<file path="src/cpu_pkg.sv">
package cpu_pkg;

    // operations kept in this core
    typedef enum logic [3:0] {
        OP_NOP  = 4'd0,
        OP_LD   = 4'd1,
        OP_ADD  = 4'd2,
        OP_SUB  = 4'd3,
        OP_AND  = 4'd4,
        OP_OR   = 4'd5,
        OP_XOR  = 4'd6,
        OP_EX   = 4'd7,
        OP_INCF = 4'd8,
        OP_DECF = 4'd9,
        OP_LDF  = 4'd10
    } opcode_e;

    // operand width
    typedef enum logic [1:0] {
        SZ_BYTE = 2'd0,
        SZ_WORD = 2'd1,
        SZ_LONG = 2'd2
    } size_e;

    // flag bit positions in the low byte of sr
    localparam int FLAG_C = 0;
    localparam int FLAG_V = 2;
    localparam int FLAG_Z = 6;
    localparam int FLAG_S = 7;

    // status register word
    // high byte carries rfp in bits 9:8 and reads zero elsewhere
    typedef logic [15:0] sr_t;

    localparam int SR_RFP_LSB = 8;

    localparam sr_t SR_RESET = 16'h0000;

endpackage

</file>
<file path="src/regs_pkg.sv">
package regs_pkg;

    // register selector
    // bank bytes at 0x00-0x3f, pointer bytes at 0x80-0x8f
    typedef logic [7:0] reg_code_t;

    // one byte as seen on the dump port
    typedef logic [7:0] reg_byte_t;

    // register file pointer
    typedef logic [1:0] rfp_t;

    // high nibble aliases resolved against rfp
    localparam logic [3:0] CUR_BANK  = 4'hE;
    localparam logic [3:0] PREV_BANK = 4'hD;

    localparam int BANK_BYTES = 64;
    localparam int PTR_BYTES  = 16;

    // XSP lives in pointer bytes 12..15
    localparam int          XSP_BYTE  = 12;
    localparam logic [31:0] XSP_RESET = 32'h0000_0100;

    // dump address map
    localparam logic [7:0] DMP_PTR_BASE = 8'h40;
    localparam logic [7:0] DMP_SR_HI    = 8'h50;
    localparam logic [7:0] DMP_SR_LO    = 8'h51;

endpackage

</file>
<file path="src/cpu_decode.sv">
`timescale 1ns/1ps

module cpu_decode (
    input  logic               clk,
    input  logic               rst,
    input  logic               cen,
    input  logic               op_valid,
    input  cpu_pkg::opcode_e   opcode,
    input  cpu_pkg::size_e     op_size,
    input  regs_pkg::reg_code_t op_dst,
    input  regs_pkg::reg_code_t op_src,
    input  logic [31:0]        op_imm,
    input  logic               src_imm,
    output logic               ex_valid,
    output cpu_pkg::opcode_e   alu_op,
    output cpu_pkg::size_e     ex_size,
    output logic [31:0]        ex_imm,
    output logic               use_imm,
    output regs_pkg::reg_code_t src_sel,
    output regs_pkg::reg_code_t dst_sel,
    output logic [2:0]         we,
    output logic               ex_we,
    output logic               flag_we,
    output logic               inc_rfp,
    output logic               dec_rfp,
    output logic               rfp_we
);

    logic       accept;
    logic       valid_d;
    logic [2:0] we_d;
    logic       ex_we_d;
    logic       flag_we_d;
    logic       inc_d;
    logic       dec_d;
    logic       ldf_d;
    logic [2:0] size_we;

    assign accept = cen && op_valid;

    // one-hot byte/word/long enable
    always_comb begin
        case (op_size)
            cpu_pkg::SZ_BYTE: size_we = 3'b001;
            cpu_pkg::SZ_WORD: size_we = 3'b010;
            cpu_pkg::SZ_LONG: size_we = 3'b100;
            default:          size_we = 3'b000;
        endcase
    end

    always_comb begin
        valid_d   = op_valid && (opcode != cpu_pkg::OP_NOP);
        we_d      = 3'b000;
        ex_we_d   = 1'b0;
        flag_we_d = 1'b0;
        inc_d     = 1'b0;
        dec_d     = 1'b0;
        ldf_d     = 1'b0;
        if (op_valid) begin
            case (opcode)
                cpu_pkg::OP_LD: we_d = size_we;
                cpu_pkg::OP_ADD, cpu_pkg::OP_SUB, cpu_pkg::OP_AND,
                cpu_pkg::OP_OR, cpu_pkg::OP_XOR: begin
                    we_d      = size_we;
                    flag_we_d = 1'b1;
                end
                cpu_pkg::OP_EX: begin
                    we_d    = size_we;
                    ex_we_d = 1'b1;
                end
                cpu_pkg::OP_INCF: inc_d = 1'b1;
                cpu_pkg::OP_DECF: dec_d = 1'b1;
                cpu_pkg::OP_LDF:  ldf_d = 1'b1;
                default: ;
            endcase
        end
    end

    // control strobes
    always_ff @(posedge clk or posedge rst) begin
        if (rst) begin
            ex_valid <= 1'b0;
            we       <= 3'b000;
            ex_we    <= 1'b0;
            flag_we  <= 1'b0;
            inc_rfp  <= 1'b0;
            dec_rfp  <= 1'b0;
            rfp_we   <= 1'b0;
        end else if (cen) begin
            ex_valid <= valid_d;
            we       <= we_d;
            ex_we    <= ex_we_d;
            flag_we  <= flag_we_d;
            inc_rfp  <= inc_d;
            dec_rfp  <= dec_d;
            rfp_we   <= ldf_d;
        end
    end

    // operands and immediate of the accepted instruction
    always_ff @(posedge clk) begin
        if (accept) begin
            alu_op  <= opcode;
            ex_size <= op_size;
            ex_imm  <= op_imm;
            // EX always swaps two registers
            use_imm <= src_imm && (opcode != cpu_pkg::OP_EX);
            src_sel <= op_src;
            dst_sel <= op_dst;
        end
    end

endmodule

</file>
<file path="config.mk">
export PLATFORM = sky130hd
export DESIGN_NAME = cpu_decode
export DESIGN_NICKNAME = d
export VERILOG_FILES = /design/src/cpu_pkg.sv /design/src/regs_pkg.sv /design/src/cpu_decode.sv
export SDC_FILE = /design/constraint.sdc
export NUM_CORES = 1
export LEC_CHECK = 0
export ABC_AREA = 1
export CORE_MARGIN = 4
export CORE_UTILIZATION = 40
export CTS_CLUSTER_SIZE = 10
export DETAILED_ROUTE_END_ITERATION = 10
export DONT_BUFFER_PORTS = 1
export SETUP_SLACK_MARGIN = 0.02
export SYNTH_ARGS = -nofsm -noshare
export SYNTH_HDL_FRONTEND = slang
export SYNTH_SLANG_ARGS = --single-unit
</file>
<file path="constraint.sdc">
create_clock -name clk -period 0.8 [get_ports clk]
set_input_delay 0.12 -clock clk [delete_from_list [all_inputs] [get_ports clk]]
set_output_delay 0.12 -clock clk [all_outputs]
set_load 0.01 [all_outputs]
</file>
### Yosys cells after proc, flatten, opt, wreduce, memory -nomap -nowiden

Index checks and enable logic that the tools add are counted.

* bits in registers: 64
* latch bits: 0
* bits in writable memories: 0
* memory bits (read-only): 0
* bits of input ports: 59
* output and inout bits: 64
* word-level logic and storage cells: 46
* memories: 0

* add/sub/neg operators: 0
* $mul: 0
* divide/modulo/power cells: 0
* magnitude comparators: 0
* equal/unequal tests: 13
* shifts and indexed selects: 0
* multiplexer cells: 13
* bitwise logic cells: 0
* reductions and logical operators: 7

Operator list (number)
* equality test 4 x 3 -> 1 bit, second input constant: 4
* equality test 4 bit, second input constant: 3
* two-way mux 1 bit: 10
* case mux 3 bit (3 select lines): 1
* equality test 4 x 2 -> 1 bit, second input constant: 2
* OR reduction 7 bit: 1
* two-way mux 3 bit: 2
* OR reduction 5 bit: 1
* equality test 4 x 1 -> 1 bit, second input constant: 1
* != test 4 x 3 -> 1 bit, second input constant: 1
* nonzero test 4 bit: 1
* logical AND 1 bit: 3
* equality test 2 x 1 -> 1 bit, second input constant: 1
* equality test 2 bit, second input constant: 1
* zero test 2 bit: 1

### Longest topological paths before layout

* word-level depth: 4
* depth in mapped cells: 5
* depth with buffers taken out: 5

### Worst setup path before layout

OpenSTA, ideal clock, no wires.

* path kind: in2reg
* from: in op_valid
* to: reg alu_op[0], enable pin
* arrival: 847 ps
* data required time: 413 ps
* path slack: -433 ps
* stages on the path: 2
* buffers on the path: 0
* path through: nand2_1 inv_2

* cells in the longest elaborated chain, start to end: 1

RTL lines
* start, declared: line cpu_decode.sv:7 `input logic op_valid,`
* logical AND 1 bit: line cpu_decode.sv:39 `assign accept = cen && op_valid;`
* via accept: line cpu_decode.sv:29 `logic accept;`
* end signal, assigned: line cpu_decode.sv:103 `alu_op <= opcode;`
* end, declared: line cpu_decode.sv:15 `output cpu_pkg::opcode_e alu_op,`

The timed path passes the listed nets, and every way through them passes these cells.
A chain may end at the register's enable or synchronous reset.

### Worst setup path in the final report

* from: reg dst_sel[5]
* to: out dst_sel[5]

RTL lines
* start, declared: line cpu_decode.sv:20 `output regs_pkg::reg_code_t dst_sel,`
* start signal, assigned: line cpu_decode.sv:109 `dst_sel <= op_dst;`

No word-level cell between the ends.

==> impl_metrics.json <==
{
  "syn_area_sq_mm": 0.00210,
  "core_sq_mm": 0.00511,
  "setup_viol": 64,
  "ant_nets": 0,
  "grt_pass1_vias": 1259,
  "num_rows": 26,
  "worstMarginPinSlew_ns": 0.346,
  "outcome": "finished with violations",
  "p_switching_mw": 1.50,
  "hp-start": "opcode[1]",
  "min_to": "flag_we",
  "area_growth_syn_to_layout_pct": 41.9,
  "finish.utilization_pct": 58.4,
  "cts_max_path_buffers": 2,
  "rr_startpoint": "we[1]",
  "dr.first_iter.drc_count": 115,
  "finClkSkew_ns": 0,
  "required_ns": 0.68,
  "whs_ns": 0.0165,
  "drive_gt1_share_pct": 12.0,
  "dp_hpwl_mm": 2.99,
  "fmax_ghz": 1.10,
  "p_int_mw": 5.21,
  "grt_max_degree": 61,
  "pwr-share-seq_pct": 60.8,
  "viasPerCell": 4.71,
  "place_ws_ns": -0.0394,
  "pin_count": 123,
  "synth_nets": 175,
  "root_buffer": "clkbuf_8",
  "power.density_mw_per_mm2": 2250,
  "clk_latency_ns": 0.33,
  "r2r_end": "we[1]",
  "pwr-share-comb_pct": 6.0,
  "yosysSeqAreaShare_pct": 89.3,
  "first_pass_iters": 4,
  "setup_tns_ns": -4.97,
  "ys_types": 15,
  "port-buffer-count": 0,
  "cts.htree.levels": 3,
  "num_vias": 1230,
  "nets": 245,
  "setup_ws_ns": -0.107,
  "r2r_setup_slack_ns": 0.11,
  "cts.clk_slew.worst_paths_ns": 0.07,
  "r2r_cells": 2,
  "post_drt_wl_per_cell_um": 18.8,
  "slew-limit-headroom_pct": 76.9,
  "grt_antenna_before_repair": 0,
  "power.leakage_nw": 1.15,
  "cp-end-kind": "output port",
  "synth_cells": 116,
  "die_x_um": 80.5,
  "arrival_ns": 0.79,
  "die-area_sq_mm": 0.00648,
  "switching_share_pct": 22.4,
  "ys_warn_count": 0,
  "start_kind": "flop",
  "dpl_cell_area_sq_mm": 0.00221,
  "cp_max_fo": 1,
  "start_util_pct": 41.2,
  "fp.dieH_um": 80.5,
  "hold_viol": 0,
  "period_needed_ns": 0.907,
  "hold_class": "input port to flop",
  "grtUsageTotal_pct": 15.1,
  "post-route-period-util_pct": 113,
  "rsz0062_at_grt": "true",
  "finish.instance_area_sq_mm": 0.00298,
  "critPathKind": "flop to output port",
  "synth-seq-cells": 64,
  "grt-ovfl-total": 0,
  "violations": "setup timing",
  "cts_buffers": 9,
  "clock-sinks": 64,
  "cap_violations": 0,
  "diodes": 0,
  "clkPwrFrac_pct": 33.2,
  "finalWirelength_mm": 4.91,
  "maxSlewViolCount": 0,
  "syn_area_per_cell_sq_um": 18.1,
  "whs_path_depth": 4,
  "cts_tree": "yes",
  "grt_pass1_wl_mm": 6.89,
  "drc_errors": 0,
  "place.gp.congestion": 0.667,
  "vdd_ir_drop_max_mv": 0.903
}
==> power by group through the flow <==
stage / Clock [mW] / Combinational [mW] / Sequential [mW]
after floorplan: 0 / 0.116 / 4.10
after global routing: 2.47 / 0.439 / 4.09
final: 2.23 / 0.404 / 4.08
after detailed placement: 0 / 0.144 / 4.15
after CTS: 2.29 / 0.392 / 4.08
after global placement: 0 / 0.136 / 4.14
==> placed cells by master (no fill, tap or decap), types with 3 or more instances in the layout <==
cell / netlist / routed
dfrtp_1: 9 / 9
dlymetal6s4s_1: 0 / 6
clkbuf_8: 0 / 9
clkbuf_1: 0 / 3
dlygate4sd3_1: 0 / 53
inv_1: 3 / 3
nand2_1: 29 / 28
edfxtp_1: 55 / 55
o21ai_1: 3 / 3
inv_2: 4 / 3
==> how the worst max path moves through the flow <==
stage,endpoint,depth (start not counted),start,slack (ns)
finish,dst_sel[5],0,dst_sel[5],-0.11
global route,dst_sel[5],0,dst_sel[5],-0.15
CTS,use_imm,0,use_imm,-0.13
detailed placement,dst_sel[0],2,op_valid,-0.04
global placement,dst_sel[0],2,op_valid,-0.01
floorplan,alu_op[0],2,op_valid,0.03
==> cell usage after synthesis (all sizes together) <==
library cell  count  area [sq um]
inv               7          26.3
edfxtp           55          1650
o21ai             3          15.0
nand2            29           109
or2               1          6.26
nand3             2          10.0
dfrtp             9           225
clkinv            1          3.75
a21oi             1          8.76
nand4             1          6.26
nor2              4          20.0
nor3              3          20.0
==> worst reg2reg max path: stages, from the launching register on <==
cell,delay (ns)
dfrtp_1,0.43
nand2_1,0.10
nand2_1,0.06
==> routing by layer <==
layer	up-vias	GRT usage, %	part of all wire, %
li1	554	-	-
met4	0	6.08	1.3
met3	7	7.85	12
met2	87	27.3	51
met5	-	0	0
met1	582	14.3	35
==> what timing repair did <==
item | 4_1_cts | 5_1_grt
gates resized for setup | 0 | 9
buffers inserted | 0 | 0
hold buffers | 59 | 0
endpoints found under the hold margin | 72 | 0
pin swaps | 0 | 2
setup endpoints to repair | 64 | 74
==> per-stage QoR <==
| stage | cells | total power, mW |
|---|---|---|
| 2_1_floorplan | 116 | 4.22 |
| 3_3_place_gp | 186 | 4.28 |
| 3_5_place_dp | 186 | 4.29 |
| 4_1_cts | 261 | 6.76 |
| 5_1_grt | 261 | 7.01 |
| 6_report | 261 | 6.71 |
==> layout make-up <==
cell class	instances	area, sq um
clock inverters	4	21.3
fillers	415	2120
flip-flops and latches	64	1880
repair buffers	59	606
inverters	8	46.3
multi-input cells	44	210
well taps	70	87.6
clock buffers	12	135
==> kinds of logic (layout without fill, tap and decap cells) <==
kind of cell	Yosys count	in the layout	share of synthesized area (%)
and+or+nand+nor	40	40	8.16
buffers and inverters	8	83	1.43
DFF	64	64	89.3
AOI/OAI and AO/OA	4	4	1.13
==> registers in the layout, summed over array words and instances (netlist names), 2 cells and up <==
name,cells
we,3
alu_op,4
ex_imm,32
ex_size,2
src_sel,8
dst_sel,8
Note: power is estimated with default switching activity, not from simulation.
