`src/cpu_pkg.sv`:
```
package cpu_pkg;

    // operations kept in this core
    typedef enum logic [3:0] {
        OP_NOP  = 4'd0,
        OP_LD   = 4'd1,
        OP_ADD  = 4'd2,
        OP_SUB  = 4'd3,
        OP_AND  = 4'd4,
        OP_OR   = 4'd5,
        OP_XOR  = 4'd6,
        OP_EX   = 4'd7,
        OP_INCF = 4'd8,
        OP_DECF = 4'd9,
        OP_LDF  = 4'd10
    } opcode_e;

    // operand width
    typedef enum logic [1:0] {
        SZ_BYTE = 2'd0,
        SZ_WORD = 2'd1,
        SZ_LONG = 2'd2
    } size_e;

    // flag bit positions in the low byte of sr
    localparam int FLAG_C = 0;
    localparam int FLAG_V = 2;
    localparam int FLAG_Z = 6;
    localparam int FLAG_S = 7;

    // status register word
    // high byte carries rfp in bits 9:8 and reads zero elsewhere
    typedef logic [15:0] sr_t;

    localparam int SR_RFP_LSB = 8;

    localparam sr_t SR_RESET = 16'h0000;

endpackage

```
`src/regs_pkg.sv`:
```
package regs_pkg;

    // register selector
    // bank bytes at 0x00-0x3f, pointer bytes at 0x80-0x8f
    typedef logic [7:0] reg_code_t;

    // one byte as seen on the dump port
    typedef logic [7:0] reg_byte_t;

    // register file pointer
    typedef logic [1:0] rfp_t;

    // high nibble aliases resolved against rfp
    localparam logic [3:0] CUR_BANK  = 4'hE;
    localparam logic [3:0] PREV_BANK = 4'hD;

    localparam int BANK_BYTES = 64;
    localparam int PTR_BYTES  = 16;

    // XSP lives in pointer bytes 12..15
    localparam int          XSP_BYTE  = 12;
    localparam logic [31:0] XSP_RESET = 32'h0000_0100;

    // dump address map
    localparam logic [7:0] DMP_PTR_BASE = 8'h40;
    localparam logic [7:0] DMP_SR_HI    = 8'h50;
    localparam logic [7:0] DMP_SR_LO    = 8'h51;

endpackage

```
`src/cpu_alu.sv`:
```
`timescale 1ns/1ps

module cpu_alu (
    input  logic             clk,
    input  logic             rst,
    input  logic             cen,
    input  logic             ex_valid,
    input  cpu_pkg::opcode_e alu_op,
    input  cpu_pkg::size_e   ex_size,
    input  logic             use_imm,
    input  logic [31:0]      ex_imm,
    input  logic [31:0]      src_out,
    input  logic [31:0]      dst_out,
    input  logic             flag_we,
    input  regs_pkg::rfp_t   rfp,
    output logic [31:0]      alu_dout,
    output cpu_pkg::sr_t     sr
);

    logic [31:0] opnd;
    logic [31:0] b_eff;
    logic [31:0] res;
    logic [32:0] sum;
    logic [32:0] cvec;
    logic        is_sub;
    logic        is_arith;
    logic [5:0]  msb;
    logic        zero;
    logic [7:0]  flags_d;
    logic [7:0]  flags_q;

    assign opnd     = use_imm ? ex_imm : src_out;
    assign is_sub   = (alu_op == cpu_pkg::OP_SUB);
    assign is_arith = is_sub || (alu_op == cpu_pkg::OP_ADD);

    // subtraction as dst + ~opnd + 1
    assign b_eff = is_sub ? ~opnd : opnd;
    assign sum   = {1'b0, dst_out} + {1'b0, b_eff} + {32'd0, is_sub};
    // carry into every bit position
    assign cvec  = {1'b0, dst_out} ^ {1'b0, b_eff} ^ sum;

    always_comb begin
        case (alu_op)
            cpu_pkg::OP_ADD,
            cpu_pkg::OP_SUB: res = sum[31:0];
            cpu_pkg::OP_AND: res = dst_out & opnd;
            cpu_pkg::OP_OR:  res = dst_out | opnd;
            cpu_pkg::OP_XOR: res = dst_out ^ opnd;
            default:         res = opnd;
        endcase
    end

    assign alu_dout = res;

    always_comb begin
        case (ex_size)
            cpu_pkg::SZ_BYTE: begin
                msb  = 6'd7;
                zero = (res[7:0] == 8'd0);
            end
            cpu_pkg::SZ_WORD: begin
                msb  = 6'd15;
                zero = (res[15:0] == 16'd0);
            end
            default: begin
                msb  = 6'd31;
                zero = (res == 32'd0);
            end
        endcase
    end

    always_comb begin
        flags_d = 8'd0;
        flags_d[cpu_pkg::FLAG_Z] = zero;
        flags_d[cpu_pkg::FLAG_S] = res[msb[4:0]];
        if (is_arith) begin
            // borrow is the inverted carry on SUB
            flags_d[cpu_pkg::FLAG_C] = cvec[msb + 6'd1] ^ is_sub;
            flags_d[cpu_pkg::FLAG_V] = cvec[msb] ^ cvec[msb + 6'd1];
        end
    end

    always_ff @(posedge clk or posedge rst) begin
        if (rst) begin
            flags_q <= cpu_pkg::SR_RESET[7:0];
        end else if (cen && ex_valid && flag_we) begin
            flags_q <= flags_d;
        end
    end

    always_comb begin
        sr = cpu_pkg::SR_RESET;
        sr[cpu_pkg::SR_RFP_LSB +: 2] = rfp;
        sr[7:0] = flags_q;
    end

endmodule

```
`config.mk`:
```
export PLATFORM = sky130hd
export DESIGN_NAME = cpu_alu
export DESIGN_NICKNAME = d
export VERILOG_FILES = /design/src/cpu_pkg.sv /design/src/regs_pkg.sv /design/src/cpu_alu.sv
export SDC_FILE = /design/constraint.sdc
export NUM_CORES = 1
export LEC_CHECK = 0
export BUFFER_PORTS_ARGS = -buffer_cell sky130_fd_sc_hd__buf_2
export CORE_MARGIN = 1.5
export CORE_UTILIZATION = 30
export CTS_CLUSTER_SIZE = 24
export DETAILED_ROUTE_END_ITERATION = 10
export PLACE_DENSITY_LB_ADDON = 0.15
export SETUP_SLACK_MARGIN = 0.15
export SYNTH_ARGS = -nofsm -noshare
export SYNTH_HDL_FRONTEND = slang
export SYNTH_SLANG_ARGS = --single-unit
```
`constraint.sdc`:
```
create_clock -name clk -period 11.4 [get_ports clk]
set_input_delay 1.14 -clock clk [delete_from_list [all_inputs] [get_ports clk]]
set_output_delay 1.14 -clock clk [all_outputs]
set_load 0.005 [all_outputs]
```
### Word-level counts from Yosys, hierarchy flattened

Index checks and enable logic that the tools add are counted.

| storage, ports and cells | value |
|---|---|
| logic and storage cells | 42 |
| output and inout port bits | 48 |
| register bits after elaboration | 4 |

| cells by class | value |
|---|---|
| add/subtract/negate cells | 3 |
| magnitude comparators | 3 |
| mux-type cells | 13 |
| equality and inequality tests | 6 |
| reduce and logical (&&, ||, !) cells | 8 |
| bitwise operators | 8 |

Operators by type and width:

| cell | number |
|---|---|
| $pmux W32 S4 | 1 |
| $mux W32 | 2 |
| $xor A32 B32 Y32 | 2 |
| $add A32 B32 Y33 | 1 |
| $add A33 B1 Y33 | 1 |
| $xor A32 B33 Y33 | 1 |
| $and A32 B32 Y32 | 1 |
| $logic_not A32 Y1 | 1 |
| $not A32 Y32 | 1 |
| $or A32 B32 Y32 | 1 |
| $logic_not A16 Y1 | 1 |
| $lt A6 B7 Y1 const B | 2 |
| $bmux W1 S6 | 2 |
| $eq A4 B3 Y1 const B | 3 |
| $pmux W5 S2 | 1 |
| $eq A4 B2 Y1 const B | 2 |
| $logic_not A8 Y1 | 1 |
| $add A6 B1 Y6 const B | 1 |
| $lt A5 B6 Y1 const B | 1 |
| $bmux W1 S5 | 1 |
| $mux W1 | 5 |
| $eq A2 B1 Y1 const B | 1 |
| $logic_and A1 B1 Y1 | 2 |
| $logic_not A2 Y1 | 1 |
| other kinds (4) | 5 |

### Logic depth before layout (Yosys ltp)

Gate-level depths: netlist (run 1).

| depth | value |
|---|---|
| word-level depth | 10 |
| gate-level depth with buffers | 18 |

### Worst setup path before layout (run 1)

No wires, ideal clock.

| timing path | value |
|---|---|
| path type | input to register |
| from | input use_imm |
| to | register flags_q[6] |
| cell stages on the path | 18 |
| slack | 5.023 ns |
| data required time | 11.324 ns |
| data arrival time | 6.300 ns |
| cells stage by stage | buf_6 > clkbuf_1 > clkbuf_1 > buf_1 > mux2_2 > xnor2_1 > ha_1 > clkbuf_1 > a21oi_1 > o21ai_0 > a21oi_1 > a211oi_1 > or3_1 > a31o_2 > or4_1 > or4_1 > or4_1 > o21ai_1 |

| on the way | value |
|---|---|
| word-level cells in the longest chain between the ends | 8 |
| elaborated cells between the ends (all ways) | 13 |
| those cells by class | add/sub (2); mux (4); bitwise (4); reduce/logical (3) |

Ends and longest elaborated chain:

| element | line | RTL |
|---|---|---|
| start, declared | cpu_alu.sv:10 | `input logic use_imm,` |
| $mux W32 (*) | cpu_alu.sv:32 | `assign opnd = use_imm ? ex_imm : src_out;` |
| $not A32 Y32 | cpu_alu.sv:37 | `assign b_eff = is_sub ? ~opnd : opnd;` |
| $mux W32 | cpu_alu.sv:37 |  |
| $add A32 B32 Y33 | cpu_alu.sv:38 | `assign sum = {1'b0, dst_out} + {1'b0, b_eff} + {32'd0, is_sub};` |
| $add A33 B1 Y33 | cpu_alu.sv:38 |  |
| $pmux W32 S4 (*) | cpu_alu.sv:43 | `case (alu_op)` |
| named net alu_dout[22] | cpu_alu.sv:16 | `output logic [31:0] alu_dout,` |
| $logic_not A32 Y1 (*) | cpu_alu.sv:67 | `zero = (res == 32'd0);` |
| $pmux W1 S2 (*) | cpu_alu.sv:56 | `case (ex_size)` |
| end signal, assigned | cpu_alu.sv:85 | `flags_q <= cpu_pkg::SR_RESET[7:0];` |
| end signal, assigned | cpu_alu.sv:87 | `flags_q <= flags_d;` |
| end, declared | cpu_alu.sv:30 | `logic [7:0] flags_q;` |

Mark *: on every way through the listed nets, which the timed path passes. The rest lies on a longest branch.
A chain may end at the register's enable or synchronous reset.

### Final worst setup path (run 1)

| timing path | value |
|---|---|
| from | input alu_op[1] |
| to | output alu_dout[30] |

| on the way | value |
|---|---|
| word-level cells in the longest chain between the ends | 5 |
| elaborated cells between the ends (all ways) | 10 |
| those cells by class | add/sub (2); eq/ne (5); mux (2); reduce/logical (1) |

Ends and longest elaborated chain:

| element | line | RTL |
|---|---|---|
| start, declared | cpu_alu.sv:8 | `input cpu_pkg::opcode_e alu_op,` |
| $eq A4 B2 Y1 | cpu_alu.sv:33, cpu_alu.sv:43 |  |
| $mux W32 | cpu_alu.sv:37 |  |
| $add A32 B32 Y33 | cpu_alu.sv:38 |  |
| $add A33 B1 Y33 | cpu_alu.sv:38 |  |
| $pmux W32 S4 (*) | cpu_alu.sv:43 |  |
| end, declared | cpu_alu.sv:16 |  |

Every way passes the cells marked *; elsewhere a longest branch is shown, timed or not.

==> results_dict.tcl, run 1 <==
set metrics [dict create \
    status "completed" \
    final_cell_area_um2 6110 \
    yosys.area.top_type_share 0.241 \
    die_y_um 134 \
    cp_max_fo 33 \
    drc 0 \
    initial_core_util 0.309 \
    rows 47 \
    p_leak_nw 3.10 \
    synth_top_area_cell "ha_1" \
    grt_pass1_wl_mm 28.2 \
    critPathLaunchType "input pin" \
    drive_gt1_frac 0.212 \
    reg2reg_depth 2 \
    slew_violations 0 \
    drt_pass1_iterations 4 \
    post_cts_resized 0 \
    coreArea_um2 16800 \
    largest_reg_flops 4 \
    syn_to_final_growth_pct 17.9 \
    worstHoldPathType "flop to flop" \
    synth.area.top_cells "ha_1, a21oi_1, mux2i_1" \
    synth_seq_cells 4 \
    antenna_found_initial 0 \
    clock_path_buffers 2 \
    cts_setup_buffers 0 \
    detail_route.wl_per_cell_um 16.4 \
    synthCells 740 \
    ir_worst_vdd_mv 0.0357 \
    ys_types 73 \
    async_flop_share 1.00 \
    fin_nets 1061 \
    fin_tns_setup_ns 0 \
    avgSynthCellArea_um2 7.01 \
    hpwlAfterDp_mm 14.3 \
    path_class "input pin to output pin" \
    ys.flop_type "dfrtp_1" \
    cts_sinks 4 \
    yosys_warnings 0 \
    worstSetupEndpointType "output pin" \
    n_antenna_cell 0 \
    rsz0062_at_grt "false" \
    cts_buffers 3 \
    vias 5548 \
    grt_use_total 0.191 \
    fin_crit_sh 0.606 \
    top_regs "flags_q (4)" \
    portBuffers 143 \
    drt_iter0_markers 232 \
    top_register "flags_q" \
    cts_max_level 1 \
    die_area_um2 18100 \
    detail-route-antenna-nets 0 \
    synth.most_common_cell "ha_1" \
    clock_latency_ns 0.22 \
    clock.fmax_ghz 0.145 \
    ios 158 \
    placed_cell_area_um2 6040 \
    vias_per_cell 5.19 \
    synth_edf_count 0 \
    grt_pass1_vias 5385 \
    gp_congestion 0.886 \
    clk_pin_slew_ns 0.03 \
    grt_overflow 0 \
    cts_tree "done" \
    cts_hold_buf 0 \
    cts-root-buf "clkbuf_16" \
    arrival_ns 5.77 \
    hold_path_depth 2 \
    netlist_area_um2 5190 \
    cp.required_ns 10.26 \
    setup_violations 0 \
    grt_max_degree 53 \
    power.density_nw_per_um2 64.6 \
    relSlewSlack 0.380 \
    worst_slew_pin_slew_ns 0.917 \
    maxCapViolCount 0 \
    synth_top_cells_by_count "ha_1, a21oi_1, inv_1" \
    synth_seq_area_share 0.0193 \
    skew_ns 0 \
    final-hold-violation-count 0 \
    period_needed_ns 6.91 \
    routed_wl_mm 17.5 \
    die_w_um 134 \
]
kinds of logic after synthesis:
group	Yosys count	synth area share
other cells	1	0.000723
xor+xnor	52	0.0878
fa+ha+maj	101	0.245
buf+inv	134	0.109
compound gates	230	0.283
mux	40	0.0818
simple gates	178	0.174
flops	4	0.0193
path summary, 6_finish.rpt:
path,from,endpoint,slack [ns]
hold / removal,flags_q[0],flags_q[0],0.48
setup / recovery,alu_op[1],alu_dout[30],4.49
min in group asynchronous,rst,flags_q[2],0.79
hold reg to reg,flags_q[0],flags_q[0],0.48
setup reg to reg,flags_q[6],flags_q[6],10.61
max in group asynchronous,rst,flags_q[0],10.46
through the flow:
| step | utilization | total power, mW | instances | worst slack [ns] | hold slack [ns] |
|---|---|---|---|---|---|
| 6_report | 0.365 | 0.395 | 1068 | 4.49 | 0.475 |
| 3_5_place_dp | 0.360 | 0.341 | 1065 | 4.47 | 0.475 |
| 2_1_floorplan | - | 0.240 | 749 | 5.02 | 0.473 |
| 5_1_grt | 0.365 | 0.437 | 1068 | 3.97 | 0.503 |
| 4_1_cts | 0.365 | 0.398 | 1068 | 4.45 | 0.482 |
| 3_3_place_gp | 0.360 | 0.343 | 1065 | 4.58 | 0.475 |
layout make-up:
class                           count  area [um^2]
Timing Repair Buffer              149          761
Clock buffer                        3         75.1
Multi-Input combinational cell    611         4600
Sequential cell                     4          100
Fill cell                        1854        10600
Tap cell                          220          275
Inverter                           81          304
per-layer routing:
metal | global-route usage | up-vias | share of wire
met5 | 0 | - | 0
met4 | 0.0287 | 0 | 0.010
met3 | 0.00713 | 9 | 0.029
met2 | 0.354 | 110 | 0.50
met1 | 0.250 | 2580 | 0.46
li1 | - | 2849 | -
power breakdown:
part	total [mW]	internal [mW]	switching (mW)
sequential	0.0164	0.0156	0.000743
clock	0.0537	0.0447	0.00894
combinational	0.325	0.132	0.193
cells in the final DEF, fill, tap and decap left out, types with 3 or more instances in the layout:
cell type / netlist / layout
nand2_1: 34 / 34
dfrtp_1: 4 / 4
nand4_1: 9 / 9
o21ai_1: 3 / 3
o211ai_1: 4 / 4
a21o_1: 13 / 13
o221ai_1: 4 / 4
or4_1: 6 / 6
o31ai_1: 4 / 4
inv_1: 81 / 81
a211oi_1: 22 / 22
or3_1: 6 / 6
nor3_1: 9 / 8
mux2i_1: 32 / 32
and3_1: 4 / 4
a221o_1: 3 / 3
o22ai_1: 10 / 10
and4_1: 5 / 5
clkbuf_16: 0 / 3
nor2_1: 61 / 61
a31oi_1: 3 / 3
xnor2_1: 17 / 17
o21bai_1: 6 / 6
a221oi_1: 4 / 4
buf_4: 12 / 6
o21ai_0: 41 / 41
nand2b_1: 9 / 9
buf_2: 5 / 143
xor2_1: 35 / 35
a21oi_1: 81 / 81
ha_1: 100 / 100
nand3_1: 14 / 14
and2_1: 3 / 3
conb_1: 1 / 10
mux2_2: 6 / 6
a31o_2: 5 / 5
critical path, cell delays in order:
cell       delay (ns)
buf_2            0.51
nand4bb_2        0.57
buf_4            0.46
xor2_1           0.23
ha_1             0.43
nand4_1          0.13
a21oi_2          0.23
o2111ai_1        0.23
a2111oi_0        0.81
o21ai_0          0.27
and3b_1          0.24
o31ai_1          0.33
buf_2            0.18
No activity file was read; power rests on OpenSTA's default activity.
==> inputs of run 2 (changes only) <==
==> constraint.sdc (replaced) <==
create_clock -name clk -period 7.1 [get_ports clk]
set_input_delay 0.71 -clock clk [delete_from_list [all_inputs] [get_ports clk]]
set_output_delay 0.71 -clock clk [all_outputs]
set_load 0.005 [all_outputs]
==> results_dict.tcl, run 2 (synthesized netlist as in run 1, its figures left out) <==
set metrics [dict create \
    worstSetupEndpointType "flop" \
    detail-route-antenna-nets 0 \
    cts-root-buf "clkbuf_16" \
    status "completed" \
    post_cts_resized 0 \
    die_y_um 134 \
    grt_max_degree 52 \
    use_met3 0.00751 \
    cp.required_ns 7.25 \
    fin_crit_sh 0.766 \
    fin_nets 1064 \
    initial_core_util 0.309 \
    clk_pin_slew_ns 0.03 \
    top_usage_layer "met2" \
    cts_buffers 3 \
    die_w_um 134 \
    largest_reg_flops 4 \
    power_frac_seq 0.041 \
    final_common_cell "buf_2" \
    arrival_ns 5.59 \
    power.density_nw_per_um2 104 \
    cts_hold_buf 0 \
    cts_setup_buffers 0 \
    reg2reg_from "flags_q[6]" \
    top_regs "flags_q (4)" \
    relSlewSlack 0.350 \
    skew_ns 0 \
    fin_tns_setup_ns 0 \
    grt_use_total 0.196 \
    portBuffers 143 \
    rsz0062_at_grt "false" \
    combPwrFrac 0.820 \
    ios 158 \
    antenna_found_initial 0 \
    coreArea_um2 16800 \
    gp_congestion 0.910 \
    path_class "input pin to flop" \
    switching_share 0.515 \
    final-hold-violation-count 0 \
    worst_slew_pin_slew_ns 0.973 \
    hpwlAfterDp_mm 14.7 \
    rows 47 \
    grt_pass1_wl_mm 29.0 \
    dp_cells 1068 \
    drt_pass1_iterations 4 \
    vias 5628 \
    slew_violations 0 \
    final-instance-count-excl-fill 1071 \
    routed_wl_mm 17.8 \
    drt_iter0_markers 271 \
    clock_latency_ns 0.22 \
    n_antenna_cell 0 \
    reg2reg_depth 2 \
    power.switching_uw 329 \
    maxCapViolCount 0 \
    worstHoldPathType "input pin to async pin" \
    p_leak_nw 3.11 \
    ir_worst_vdd_mv 0.0644 \
    grt_use_met1 0.259 \
    multi_input_area_um2 4580 \
    register_area_um2 100 \
    cp_max_fo 20 \
    period_needed_ns 5.44 \
    r2r_slack_ns 6.33 \
    grt_pass1_vias 5504 \
    grt_util_met2 0.360 \
    clock.fmax_ghz 0.184 \
    die_area_um2 18100 \
    cts_tree "done" \
    clock_path_buffers 2 \
    clkPwrFrac 0.139 \
    syn_to_final_growth_pct 17.9 \
    top_register "flags_q" \
    final_cell_mix "buf_2, ha_1, inv_1, a21oi_1, nor2_1" \
    cts_sinks 4 \
    grt_overflow 0 \
    detail_route.wl_per_cell_um 16.6 \
    p_int_uw 310 \
    drc 0 \
    cts_max_level 1 \
    drive_gt1_frac 0.214 \
    vias_per_cell 5.25 \
    critPathLaunchType "input pin" \
    setup_violations 0 \
    n_fill_cell 1841 \
    timing.rr.end "flags_q[6]" \
]
==> run 2: metal layers <==
layer	vias to the layer above	share of wire
met5	-	0
met4	0	0.012
met1	2632	0.46
met3	12	0.029
met2	123	0.50
li1	2861	-
==> run 2: how the worst max path moves through the flow <==
stage            start          to  slack [ns]  depth (start not counted)
4_1_cts        use_imm  flags_q[6]        1.62                         15
6_report       use_imm  flags_q[6]        1.66                         15
3_3_place_gp   use_imm  flags_q[6]        1.54                         14
5_1_grt        use_imm  flags_q[6]        1.04                         15
3_5_place_dp   use_imm  flags_q[6]        1.41                         15
2_1_floorplan  use_imm  flags_q[6]        1.15                         18
==> run 2: cell type report <==
class	instances	area share
Inverter	81	0.0497
Timing Repair Buffer	152	0.128
Clock buffer	3	0.0123
Multi-Input combinational cell	611	0.749
Sequential cell	4	0.0164
Tap cell	220	0.0450
==> run 2: per-stage QoR <==
stage	hold WS [ns]	setup WS, ns	utilization	power, mW	cell area (um^2)
floorplan	0.473	1.15	-	0.386	5220
global placement	0.471	1.54	0.360	0.552	6040
detailed placement	0.476	1.41	0.360	0.549	6040
CTS	0.372	1.62	0.365	0.641	6120
global route	0.395	1.04	0.365	0.710	6120
finish	0.369	1.66	0.365	0.639	6120
==> run 2: power groups by stage <==
stage | Sequential, mW | Clock (mW) | Combinational, mW
2_1_floorplan | 0.0266 | 0 | 0.359
3_3_place_gp | 0.0265 | 0 | 0.526
3_5_place_dp | 0.0266 | 0 | 0.522
4_1_cts | 0.0263 | 0.0884 | 0.526
5_1_grt | 0.0264 | 0.0911 | 0.592
6_report | 0.0262 | 0.0887 | 0.524
==> run 2: critical path, stage by stage <==
cell	delay, ns
buf_2	0.47
buf_4	0.37
mux2i_1	0.35
xor2_1	0.11
ha_1	0.43
nand4_1	0.13
a21oi_2	0.25
o21ai_1	0.16
a21oi_1	0.43
o21ai_0	0.18
a31o_2	0.27
or4_1	0.54
or4_1	0.48
or4_1	0.55
o21ai_1	0.15
